**src/source/ecfg_bus_pkg.sv**
```systemverilog
package ecfg_bus_pkg;

  // ####################################################################
  // memory interface
  // ####################################################################
  localparam int MI_ADDR_W = 20;  // full physical address, no shifting
  localparam int MI_DATA_W = 32;  // word access only

  typedef logic [MI_ADDR_W-1:0] mi_addr_t;
  typedef logic [MI_DATA_W-1:0] mi_data_t;

  typedef struct packed {
    logic     en;    // one cycle per access
    logic     we;
    mi_addr_t addr;
    mi_data_t din;
  } mi_req_t;

  // ####################################################################
  // apb slave side
  // ####################################################################
  typedef struct packed {
    logic     psel;
    logic     penable;
    logic     pwrite;
    mi_addr_t paddr;
    mi_data_t pwdata;
  } apb_req_t;

  typedef struct packed {
    mi_data_t prdata;
    logic     pready;
  } apb_rsp_t;

  typedef enum logic [0:0] {
    ST_IDLE,       // waiting for access phase
    ST_READ_WAIT   // mi_dout lands at the next edge
  } bridge_state_t;

endpackage

```
**src/source/ecfg_regmap_pkg.sv**
```systemverilog
package ecfg_regmap_pkg;

  // ####################################################################
  // field widths
  // ####################################################################
  localparam int RFAW        = 5;   // 32 registers per group
  localparam int GROUP_W     = 4;
  localparam int GROUP_LSB   = 16;  // group lives in addr[19:16]
  localparam int DATAIN_W    = 9;   // frame + data pins
  localparam int DEBUG_W     = 3;
  localparam int CTRL_MODE_W = 4;
  localparam int CLKDIV_W    = 4;
  localparam int RX_CFG_W    = 5;   // rx config reg, only [1:0] leave the block
  localparam int TX_CFG_W    = 6;   // enable, mmu_enable, ctrl_mode

  typedef logic [GROUP_W-1:0]     group_t;
  typedef logic [RFAW-1:0]        reg_idx_t;
  typedef logic [DATAIN_W-1:0]    rx_datain_t;
  typedef logic [DEBUG_W-1:0]     debug_t;
  typedef logic [CTRL_MODE_W-1:0] ctrl_mode_t;
  typedef logic [CLKDIV_W-1:0]    clkdiv_t;

  // ####################################################################
  // groups and register indices
  // ####################################################################
  localparam group_t RX_GROUP = 4'h0;
  localparam group_t TX_GROUP = 4'h1;

  localparam reg_idx_t REG_CFG    = 5'd0;
  localparam reg_idx_t REG_DATAIN = 5'd1;        // sync pins in rx
  localparam reg_idx_t REG_CLK    = REG_DATAIN;  // same slot holds clkdiv in tx
  localparam reg_idx_t REG_DEBUG  = 5'd2;        // sticky flags, write-one-clear

  // enable sits in bit 0, matches the config register layout
  typedef struct packed {
    logic mmu_enable;
    logic enable;
  } rx_cfg_t;

  typedef struct packed {
    clkdiv_t    clkdiv;     // from REG_CLK
    ctrl_mode_t ctrl_mode;  // cfg[5:2]
    logic       mmu_enable; // cfg[1]
    logic       enable;     // cfg[0]
  } tx_cfg_t;

endpackage
```
**src/source/ecfg_top.sv**
```systemverilog
`timescale 1ns/1ps

module ecfg_top (
  input  logic                        mi_clk,
  input  logic                        reset,
  input  ecfg_bus_pkg::apb_req_t      apb_req,
  output ecfg_bus_pkg::apb_rsp_t      apb_rsp,
  input  ecfg_regmap_pkg::rx_datain_t rx_datain,
  input  ecfg_regmap_pkg::debug_t     rx_debug,
  input  ecfg_regmap_pkg::debug_t     tx_debug,
  output ecfg_regmap_pkg::rx_cfg_t    rx_cfg,
  output ecfg_regmap_pkg::tx_cfg_t    tx_cfg
);

  ecfg_bus_pkg::mi_req_t  mi_req;   // shared by both blocks
  ecfg_bus_pkg::mi_data_t rx_dout;
  ecfg_bus_pkg::mi_data_t tx_dout;

  // ####################################################################
  // apb slave
  // ####################################################################
  ecfg_apb_bridge ecfg_apb_bridge_inst (
    .mi_clk  (mi_clk),
    .reset   (reset),
    .apb_req (apb_req),
    .apb_rsp (apb_rsp),
    .mi_req  (mi_req),
    .rx_dout (rx_dout),
    .tx_dout (tx_dout)
  );

  // ####################################################################
  // register blocks
  // ####################################################################

  // group 0
  ecfg_rx #(
    .GROUP (ecfg_regmap_pkg::RX_GROUP)
  ) ecfg_rx_inst (
    .mi_clk    (mi_clk),
    .reset     (reset),
    .mi_req    (mi_req),
    .mi_dout   (rx_dout),
    .rx_datain (rx_datain),
    .rx_debug  (rx_debug),
    .rx_cfg    (rx_cfg)
  );

  // group 1
  ecfg_tx #(
    .GROUP (ecfg_regmap_pkg::TX_GROUP)
  ) ecfg_tx_inst (
    .mi_clk   (mi_clk),
    .reset    (reset),
    .mi_req   (mi_req),
    .mi_dout  (tx_dout),
    .tx_debug (tx_debug),
    .tx_cfg   (tx_cfg)
  );

endmodule

```
**src/source/ecfg_tx.sv**
```systemverilog
`timescale 1ns/1ps

module ecfg_tx #(
  parameter ecfg_regmap_pkg::group_t GROUP = ecfg_regmap_pkg::TX_GROUP
) (
  input  logic                     mi_clk,
  input  logic                     reset,
  input  ecfg_bus_pkg::mi_req_t    mi_req,
  output ecfg_bus_pkg::mi_data_t   mi_dout,
  input  ecfg_regmap_pkg::debug_t  tx_debug,   // single cycle pulses
  output ecfg_regmap_pkg::tx_cfg_t tx_cfg
);

  ecfg_regmap_pkg::group_t   group;
  ecfg_regmap_pkg::reg_idx_t idx;

  logic [ecfg_regmap_pkg::TX_CFG_W-1:0] cfg_reg;    // {ctrl_mode, mmu, enable}
  ecfg_regmap_pkg::clkdiv_t             clkdiv_reg;
  ecfg_regmap_pkg::debug_t              debug_reg;
  ecfg_regmap_pkg::debug_t              debug_clr;

  logic hit;
  logic tx_read;
  logic cfg_write;
  logic clk_write;
  logic debug_write;

  // ####################################################################
  // address decode
  // ####################################################################
  assign group = mi_req.addr[ecfg_regmap_pkg::GROUP_LSB +: ecfg_regmap_pkg::GROUP_W];
  assign idx   = mi_req.addr[ecfg_regmap_pkg::RFAW+1:2];
  assign hit   = mi_req.en & (group == GROUP);

  assign tx_read     = mi_req.en & ~mi_req.we;
  assign cfg_write   = hit & mi_req.we & (idx == ecfg_regmap_pkg::REG_CFG);
  assign clk_write   = hit & mi_req.we & (idx == ecfg_regmap_pkg::REG_CLK);
  assign debug_write = hit & mi_req.we & (idx == ecfg_regmap_pkg::REG_DEBUG);

  // ####################################################################
  // config and clock divider
  // ####################################################################
  always_ff @(posedge mi_clk)
  begin
    if (reset)
    begin
      cfg_reg    <= '0;
      clkdiv_reg <= '0;
    end
    else
    begin
      if (cfg_write)
        cfg_reg <= mi_req.din[ecfg_regmap_pkg::TX_CFG_W-1:0];
      if (clk_write)
        clkdiv_reg <= mi_req.din[ecfg_regmap_pkg::CLKDIV_W-1:0];  // divider in [3:0]
    end
  end

  // field map out of the config register
  assign tx_cfg.enable     = cfg_reg[0];
  assign tx_cfg.mmu_enable = cfg_reg[1];
  assign tx_cfg.ctrl_mode  = cfg_reg[5:2];
  assign tx_cfg.clkdiv     = clkdiv_reg;

  // sticky tx flags, write ones to clear
  assign debug_clr = debug_write ? mi_req.din[ecfg_regmap_pkg::DEBUG_W-1:0] : '0;

  always_ff @(posedge mi_clk)
  begin
    if (reset)
      debug_reg <= '0;
    else
      debug_reg <= (debug_reg & ~debug_clr) | tx_debug;  // new pulse beats clear
  end

  // ####################################################################
  // readback
  // ####################################################################

  // zero when the read belongs to someone else, bridge ORs the buses
  always_ff @(posedge mi_clk)
  begin
    if (reset)
      mi_dout <= '0;
    else if (tx_read)
    begin
      if (group != GROUP)
        mi_dout <= '0;
      else
        case (idx)
          ecfg_regmap_pkg::REG_CFG:   mi_dout <= ecfg_bus_pkg::mi_data_t'(cfg_reg);
          ecfg_regmap_pkg::REG_CLK:   mi_dout <= ecfg_bus_pkg::mi_data_t'(clkdiv_reg);
          ecfg_regmap_pkg::REG_DEBUG: mi_dout <= ecfg_bus_pkg::mi_data_t'(debug_reg);
          default:                    mi_dout <= '0;   // unused index
        endcase
    end
  end

endmodule

```
**src/source/ecfg_rx.sv**
```systemverilog
`timescale 1ns/1ps

module ecfg_rx #(
  parameter ecfg_regmap_pkg::group_t GROUP = ecfg_regmap_pkg::RX_GROUP
) (
  input  logic                        mi_clk,
  input  logic                        reset,
  input  ecfg_bus_pkg::mi_req_t       mi_req,
  output ecfg_bus_pkg::mi_data_t      mi_dout,
  input  ecfg_regmap_pkg::rx_datain_t rx_datain,  // frame and data pins
  input  ecfg_regmap_pkg::debug_t     rx_debug,   // single cycle pulses
  output ecfg_regmap_pkg::rx_cfg_t    rx_cfg
);

  ecfg_regmap_pkg::group_t   group;
  ecfg_regmap_pkg::reg_idx_t idx;

  logic [ecfg_regmap_pkg::RX_CFG_W-1:0] cfg_reg;
  ecfg_regmap_pkg::rx_datain_t          datain_sync;  // first stage
  ecfg_regmap_pkg::rx_datain_t          datain_reg;   // second stage
  ecfg_regmap_pkg::debug_t              debug_reg;
  ecfg_regmap_pkg::debug_t              debug_clr;

  logic hit;
  logic rx_read;
  logic cfg_write;
  logic debug_write;

  // ####################################################################
  // address decode
  // ####################################################################
  assign group = mi_req.addr[ecfg_regmap_pkg::GROUP_LSB +: ecfg_regmap_pkg::GROUP_W];
  assign idx   = mi_req.addr[ecfg_regmap_pkg::RFAW+1:2];   // word index
  assign hit   = mi_req.en & (group == GROUP);

  assign rx_read     = mi_req.en & ~mi_req.we;            // any group, clears dout
  assign cfg_write   = hit & mi_req.we & (idx == ecfg_regmap_pkg::REG_CFG);
  assign debug_write = hit & mi_req.we & (idx == ecfg_regmap_pkg::REG_DEBUG);

  // ####################################################################
  // config register
  // ####################################################################
  always_ff @(posedge mi_clk)
  begin
    if (reset)
      cfg_reg <= '0;
    else if (cfg_write)
      cfg_reg <= mi_req.din[ecfg_regmap_pkg::RX_CFG_W-1:0];
  end

  assign rx_cfg.enable     = cfg_reg[0];
  assign rx_cfg.mmu_enable = cfg_reg[1];  // upper bits only read back

  // pins are async to mi_clk, two flops before use
  always_ff @(posedge mi_clk)
  begin
    if (reset)
    begin
      datain_sync <= '0;
      datain_reg  <= '0;
    end
    else
    begin
      datain_sync <= rx_datain;
      datain_reg  <= datain_sync;
    end
  end

  // sticky debug flags, a pulse wins over a clear in the same cycle
  assign debug_clr = debug_write ? mi_req.din[ecfg_regmap_pkg::DEBUG_W-1:0] : '0;

  always_ff @(posedge mi_clk)
  begin
    if (reset)
      debug_reg <= '0;
    else
      debug_reg <= (debug_reg & ~debug_clr) | rx_debug;
  end

  // ####################################################################
  // readback, one cycle latency
  // ####################################################################
  always_ff @(posedge mi_clk)
  begin
    if (reset)
      mi_dout <= '0;
    else if (rx_read)
    begin
      if (group != GROUP)
        mi_dout <= '0;                    // other group, stay off the OR
      else
        case (idx)
          ecfg_regmap_pkg::REG_CFG:    mi_dout <= ecfg_bus_pkg::mi_data_t'(cfg_reg);
          ecfg_regmap_pkg::REG_DATAIN: mi_dout <= ecfg_bus_pkg::mi_data_t'(datain_reg);
          ecfg_regmap_pkg::REG_DEBUG:  mi_dout <= ecfg_bus_pkg::mi_data_t'(debug_reg);
          default:                     mi_dout <= '0;
        endcase
    end
  end

endmodule

```
**src/source/ecfg_apb_bridge.sv**
```systemverilog
`timescale 1ns/1ps

module ecfg_apb_bridge (
  input  logic                   mi_clk,
  input  logic                   reset,
  input  ecfg_bus_pkg::apb_req_t apb_req,
  output ecfg_bus_pkg::apb_rsp_t apb_rsp,
  output ecfg_bus_pkg::mi_req_t  mi_req,
  input  ecfg_bus_pkg::mi_data_t rx_dout,
  input  ecfg_bus_pkg::mi_data_t tx_dout
);

  ecfg_bus_pkg::bridge_state_t state;
  ecfg_bus_pkg::bridge_state_t state_next;

  logic access;      // first access cycle, accepted
  logic wr_access;
  logic rd_access;
  logic read_done;   // second cycle of a read

  // ####################################################################
  // access decode
  // ####################################################################

  // a new request is only taken while idle, so at most one in flight
  assign access    = apb_req.psel & apb_req.penable &
                     (state == ecfg_bus_pkg::ST_IDLE);
  assign wr_access = access & apb_req.pwrite;
  assign rd_access = access & ~apb_req.pwrite;
  assign read_done = (state == ecfg_bus_pkg::ST_READ_WAIT);

  // ####################################################################
  // state machine
  // ####################################################################
  always_comb
  begin
    state_next = state;
    case (state)
      ecfg_bus_pkg::ST_IDLE:
      begin
        if (rd_access)
        begin
          state_next = ecfg_bus_pkg::ST_READ_WAIT; // hold pready one cycle
        end
      end
      ecfg_bus_pkg::ST_READ_WAIT:
      begin
        state_next = ecfg_bus_pkg::ST_IDLE;        // dout valid now
      end
      default:
      begin
        state_next = ecfg_bus_pkg::ST_IDLE;
      end
    endcase
  end

  always_ff @(posedge mi_clk)
  begin
    if (reset)
    begin
      state <= ecfg_bus_pkg::ST_IDLE;
    end
    else
    begin
      state <= state_next;
    end
  end

  // ####################################################################
  // memory interface request
  // ####################################################################

  // single cycle strobe, both blocks see the same request
  assign mi_req.en   = access;
  assign mi_req.we   = wr_access;
  assign mi_req.addr = apb_req.paddr;
  assign mi_req.din  = apb_req.pwdata;

  // ####################################################################
  // apb response
  // ####################################################################

  // writes finish in the first access cycle, reads in the second
  assign apb_rsp.pready = wr_access | read_done;

  // blocks not owning the address return zero, so OR is enough
  assign apb_rsp.prdata = rx_dout | tx_dout;

endmodule

```
**config.mk**
```make
export PLATFORM = sky130hd
export DESIGN_NAME = ecfg_top
export DESIGN_NICKNAME = d
export VERILOG_FILES = /design/src/source/ecfg_bus_pkg.sv /design/src/source/ecfg_regmap_pkg.sv /design/src/source/ecfg_top.sv /design/src/source/ecfg_tx.sv /design/src/source/ecfg_rx.sv /design/src/source/ecfg_apb_bridge.sv
export SDC_FILE = /design/constraint.sdc
export NUM_CORES = 1
export LEC_CHECK = 0
export ABC_CLOCK_PERIOD_IN_PS = 2200
export BUFFER_PORTS_ARGS = -buffer_cell sky130_fd_sc_hd__buf_2
export CELL_PAD_IN_SITES_DETAIL_PLACEMENT = 1
export CELL_PAD_IN_SITES_GLOBAL_PLACEMENT = 2
export CORE_MARGIN = 1
export CORE_UTILIZATION = 28
export DETAILED_ROUTE_END_ITERATION = 10
export GPL_TIMING_DRIVEN = 0
export PLACE_DENSITY_LB_ADDON = 0.08
export SLEW_MARGIN = 0
export SYNTH_ARGS = -nofsm -noshare
export SYNTH_HDL_FRONTEND = slang
export SYNTH_SLANG_ARGS = --single-unit
```
**constraint.sdc**
```tcl
create_clock -name mi_clk -period 2.2 [get_ports mi_clk]
set_input_delay 0.33 -clock mi_clk [delete_from_list [all_inputs] [get_ports mi_clk]]
set_output_delay 0.33 -clock mi_clk [all_outputs]
set_load 0.005 [all_outputs]
```
# After elaboration in Yosys (flattened, before gate mapping)
# Cells that the tools add are included.
# totals
word_cells	50
inputBits	72
output_inout_bits	45
register_bits	104
# op_classes
eq_ne	4
bitwise_logic	25
n_mux	8
reduce_logical	3
# ops
cell	count
2-to-1 mux 32 bit	2
OR 32 bit	1
case mux 9 bit (3 select lines)	1
case mux 6 bit (3 select lines)	1
bitwise AND 1 bit	14
bitwise AND 3 bit	2
2-to-1 mux 3 bit	2
inverter 3 bit	2
OR 3 bit	2
== test 5 x 1 -> 1 bit, second input constant	1
== test 5 x 2 -> 1 bit, second input constant	1
zero test 5 bit	1
== test 4 x 1 -> 1 bit, second input constant	1
zero test 4 bit	1
!= test 4 x 1 -> 1 bit, second input constant	1
nonzero test 4 bit	1
inverter 1 bit	3
case mux 1 bit (2 select lines)	1
2-to-1 mux 1 bit	1
OR 1 bit	1

# Depth between registers and ports, before layout
# depth
word_depth	9
ltp_mapped	6
mapped_depth_nobuf	4

# Cells and area by module
# From an unflattened synthesis, not the netlist that was laid out.
# unflattened
hier_cells	360
area_unflattened_um2	3295.7
# modules_own_cells
mod	cells_per_inst	area_per_inst_um2	seq_area_each_um2	instances
ecfg_rx	148	1493.9	700.7	1
ecfg_tx	120	1134.8	380.4	1
ecfg_apb_bridge	92	666.9	20.0	1

# Worst setup path before layout
# Ideal clock, no wire load.
# synth_path
path_type	input to register
startpoint	in apb_req[37] in the netlist's numbering
endpoint	reg ecfg_tx_inst.debug_reg[0]
n_path_buf	1
path_stages	5
arrival_ps	1294
t_required_ps	2067
path_slack_ps	773
setup_time_ps	133
cell_sequence	nor4_4 > and2_1 > buf_6 > and4b_1 > a311oi_1
# synth_via
elab_chain_len	6
# synth_lines
element	line	text
from (decl)	ecfg_top.sv:6	input ecfg_bus_pkg::apb_req_t apb_req,
== test 5 x 2 -> 1 bit	ecfg_tx.sv:38	assign debug_write = hit & mi_req.we & (idx == ecfg_regmap_pkg::REG_DEBUG);
bitwise AND 1 bit	ecfg_tx.sv:38	
2-to-1 mux 3 bit	ecfg_tx.sv:66	assign debug_clr = debug_write ? mi_req.din[ecfg_regmap_pkg::DEBUG_W-1:0] : '0;
inverter 3 bit	ecfg_tx.sv:73	debug_reg <= (debug_reg & ~debug_clr) | tx_debug;
bitwise AND 3 bit	ecfg_tx.sv:73	
OR 3 bit	ecfg_tx.sv:73	
to (signal assigned)	ecfg_tx.sv:73	
to (decl)	ecfg_tx.sv:19	ecfg_regmap_pkg::debug_t debug_reg;
# No other way between the ends.
# A chain may end at the register's enable or synchronous reset.

==> flow_summary_export.csv <==
group,metric,value,unit
critical_path,crit_fanout,6,
die,top_level_ports,117,
outcome,status,"complete, no violations",
critical_path,crit_path_end_kind,"primary output",
synth,ys_types,31,
synth,yosysWarnings,0,
critical_path,worstPathCellList,"and4b_1 > clkbuf_1 > or2_2 > buf_2",
job,cap_violations,0,
place,portBuffers,54,
worst_hold_path,hold_path_class,"primary input to register",
sta,hold_viol_final,0,
route,vias,1902,
route,drt-pass1-iter-count,4,
sta,worst_pin_slew,0.625,ns
critical_path,critPathKind,"register to primary output",
clock_tree,numCtsBuffers,5,
synth,syn_area,2370,um2
cells_and_area,fill_cells,1006,
critical_path,critPathBufInv,2,
critical_path,cp_slowest_stage_delay,0.37,ns
route,initialDrtViolationCount,54,
sta,worst_slack,0.364,ns
cells_and_area,layout.nets,400,
power,power_leakage,1.49,nW
die,start_util,0.288,
sta,hold_ws,0.220,ns
critical_path,cp_data_arrival_time,1.51,ns
clock_tree,cts_root_buf,"clkbuf_8",
clock_tree,cts_resized,0,
critical_path,critPathSlowestCell,"dfxtp_1",
clock_tree,post_cts_buffers,0,
sta,finalSetupViolations,0,
cells_and_area,n_antenna_cell,0,
place,post-place-ws,0.399,ns
clock_tree,cts_tree,"done",
die,row_count,33,
place,dp_hpwl,4480,um
global_routing,first_global_vias,1831,
critical_path,worstSetupStartpointType,"register",
power,p_per_area,638,nW/um2
clock_tree,clockBufferDepth,2,
synth,synthesis.instances,245,
global_routing,grt_start_max_net_pins,19,
global_routing,grtUsageTotal,0.141,
critical_path,cp_data_required_time,1.87,ns
synth,ys_seq_elements,55,
clock_tree,clk_latency,0.31,ns
place,placed_area,2850,um2
route,routed_wl,5910,um
die,die-area,8840,um2
route,wl_per_cell,13.6,um
sta,fin_crit_sh,0.834,
route,ant_nets,0,
sta,skew,0.0107,ns
global_routing,antenna_found_initial,0,
die,core_area,8220,um2
global_routing,globalRoute.totalOverflow,0,
power,ir_drop,208,uV
sta,slew_headroom,0.583,
synth,syn_area_per_cell,9.67,um2
place,place_congestion,0.704,
clock_tree,clkSinkCount,55,
sta,max_freq,0.545,GHz
clock_tree,cts.clk_slew.worst_paths,0.10,ns
die,die_h,94.0,um
sta,fin_crit,1.84,ns
sta,drv_slew,0,
cells_and_area,final_cell_area,2970,um2
sta,tns,0,ns
global_routing,grt_pass1_wl,9300,um
sta,rsz0062_at_grt,"false",
die,die_w,94.0,um
synth,synth-seq-area-share,0.465,
cells_and_area,drive_gt1_frac,0.328,
cells_and_area,syn2layout_area_growth,25.3,%
route,drc,0,
critical_path,critPathTopFamily,"simple AND/OR/NAND/NOR gates",
clock_tree,htree_levels,2,
route,via_per_inst,4.38,
clock_tree,ctsHoldBuffers,0,
[per-stage QoR]
stage	std cells	util	power (W)
after global routing	434	0.362	0.00198
after global placement	426	0.347	0.00122
after floorplan	267	-	0.00115
final	434	0.362	0.00190
after CTS	434	0.362	0.00193
after detailed placement	426	0.347	0.00122
[kinds of logic after synthesis]
family,synth area share
multiplexers,0.103
buffers and inverters,0.128
AO/OA/AOI/OAI,0.0871
AND/OR/NAND/NOR,0.215
flip-flops,0.465
other,0.00158
[final cells by class]
type | instances | area, um2 | area share
Inverter | 6 | 22.5 | 0.00758
Clock buffer | 5 | 68.8 | 0.0232
Timing Repair Buffer | 54 | 270 | 0.0910
Multi-Input combinational cell | 163 | 1050 | 0.353
Sequential cell | 55 | 1100 | 0.371
Tap cell | 105 | 131 | 0.0442
Buffer | 43 | 282 | 0.0948
Clock inverter | 3 | 47.5 | 0.0160
[synthesized netlist by cell type, drive strengths merged]
master | n | area, um2
and4bb | 1 | 12.5
conb | 1 | 3.75
a311oi | 6 | 52.6
a22oi | 4 | 30.0
clkbuf | 8 | 30.0
nor4 | 1 | 21.3
nand4b | 3 | 26.3
o2bb2ai | 6 | 52.6
dfxtp | 55 | 1100
buf | 35 | 251
nand2 | 8 | 30.0
nor2b | 19 | 119
nand4 | 5 | 43.8
and4b | 3 | 30.0
nor3 | 1 | 5.00
nand4bb | 1 | 11.3
and4 | 1 | 8.76
nor2 | 31 | 116
inv | 6 | 22.5
or2 | 7 | 43.8
nand3 | 3 | 15.0
and2 | 2 | 12.5
mux2 | 3 | 33.8
nor3b | 2 | 15.0
a32oi | 3 | 26.3
mux2i | 21 | 210
a21oi | 9 | 45.0
[path summary, 6_finish.rpt]
kind	start	to	slack (ns)	cells past startpoint
max	ecfg_apb_bridge_inst.read_done	apb_rsp[0]	0.36	4
max reg2reg	ecfg_apb_bridge_inst.read_done	ecfg_tx_inst.cfg_reg[1]	0.55	5
min	rx_datain[5]	ecfg_rx_inst.datain_sync[5]	0.22	2
min reg2reg	ecfg_rx_inst.datain_sync[0]	ecfg_rx_inst.datain_reg[0]	0.45	1
[cell usage in the layout, fill, tap and decap left out, drive strengths merged]
| cell | instances |
|---|---|
| buf | 89 |
| dfxtp | 55 |
| nor2 | 31 |
| conb | 23 |
| mux2i | 21 |
| nor2b | 19 |
| clkbuf | 13 |
| a21oi | 9 |
| nand2 | 8 |
| or2 | 7 |
| inv | 7 |
| o2bb2ai | 6 |
| a311oi | 6 |
| nand4 | 5 |
| a22oi | 4 |
| and4b | 3 |
| a32oi | 3 |
| mux2 | 3 |
| nand4b | 3 |
| nand3 | 3 |
| nor3b | 2 |
| and2 | 2 |
| nor4 | 1 |
| nand4bb | 1 |
| nor3 | 1 |
| and4bb | 1 |
| and4 | 1 |
| bufinv | 1 |
| clkinv | 1 |
[power breakdown]
group | internal [W] | switching, W | total, W
logic | 0.0000811 | 0.0000908 | 0.000172
registers | 0.00102 | 0.00000785 | 0.00103
clock network | 0.000346 | 0.000352 | 0.000698
total | 0.00145 | 0.000451 | 0.00190
[per-layer routing]
metal / track usage / routed length [um]
met1: 0.184 / 2840
met2: 0.234 / 2730
met3: 0.0259 / 257
met4: 0.0462 / 81
met5: 0 / 0
No activity file was read; power rests on OpenSTA's default activity.
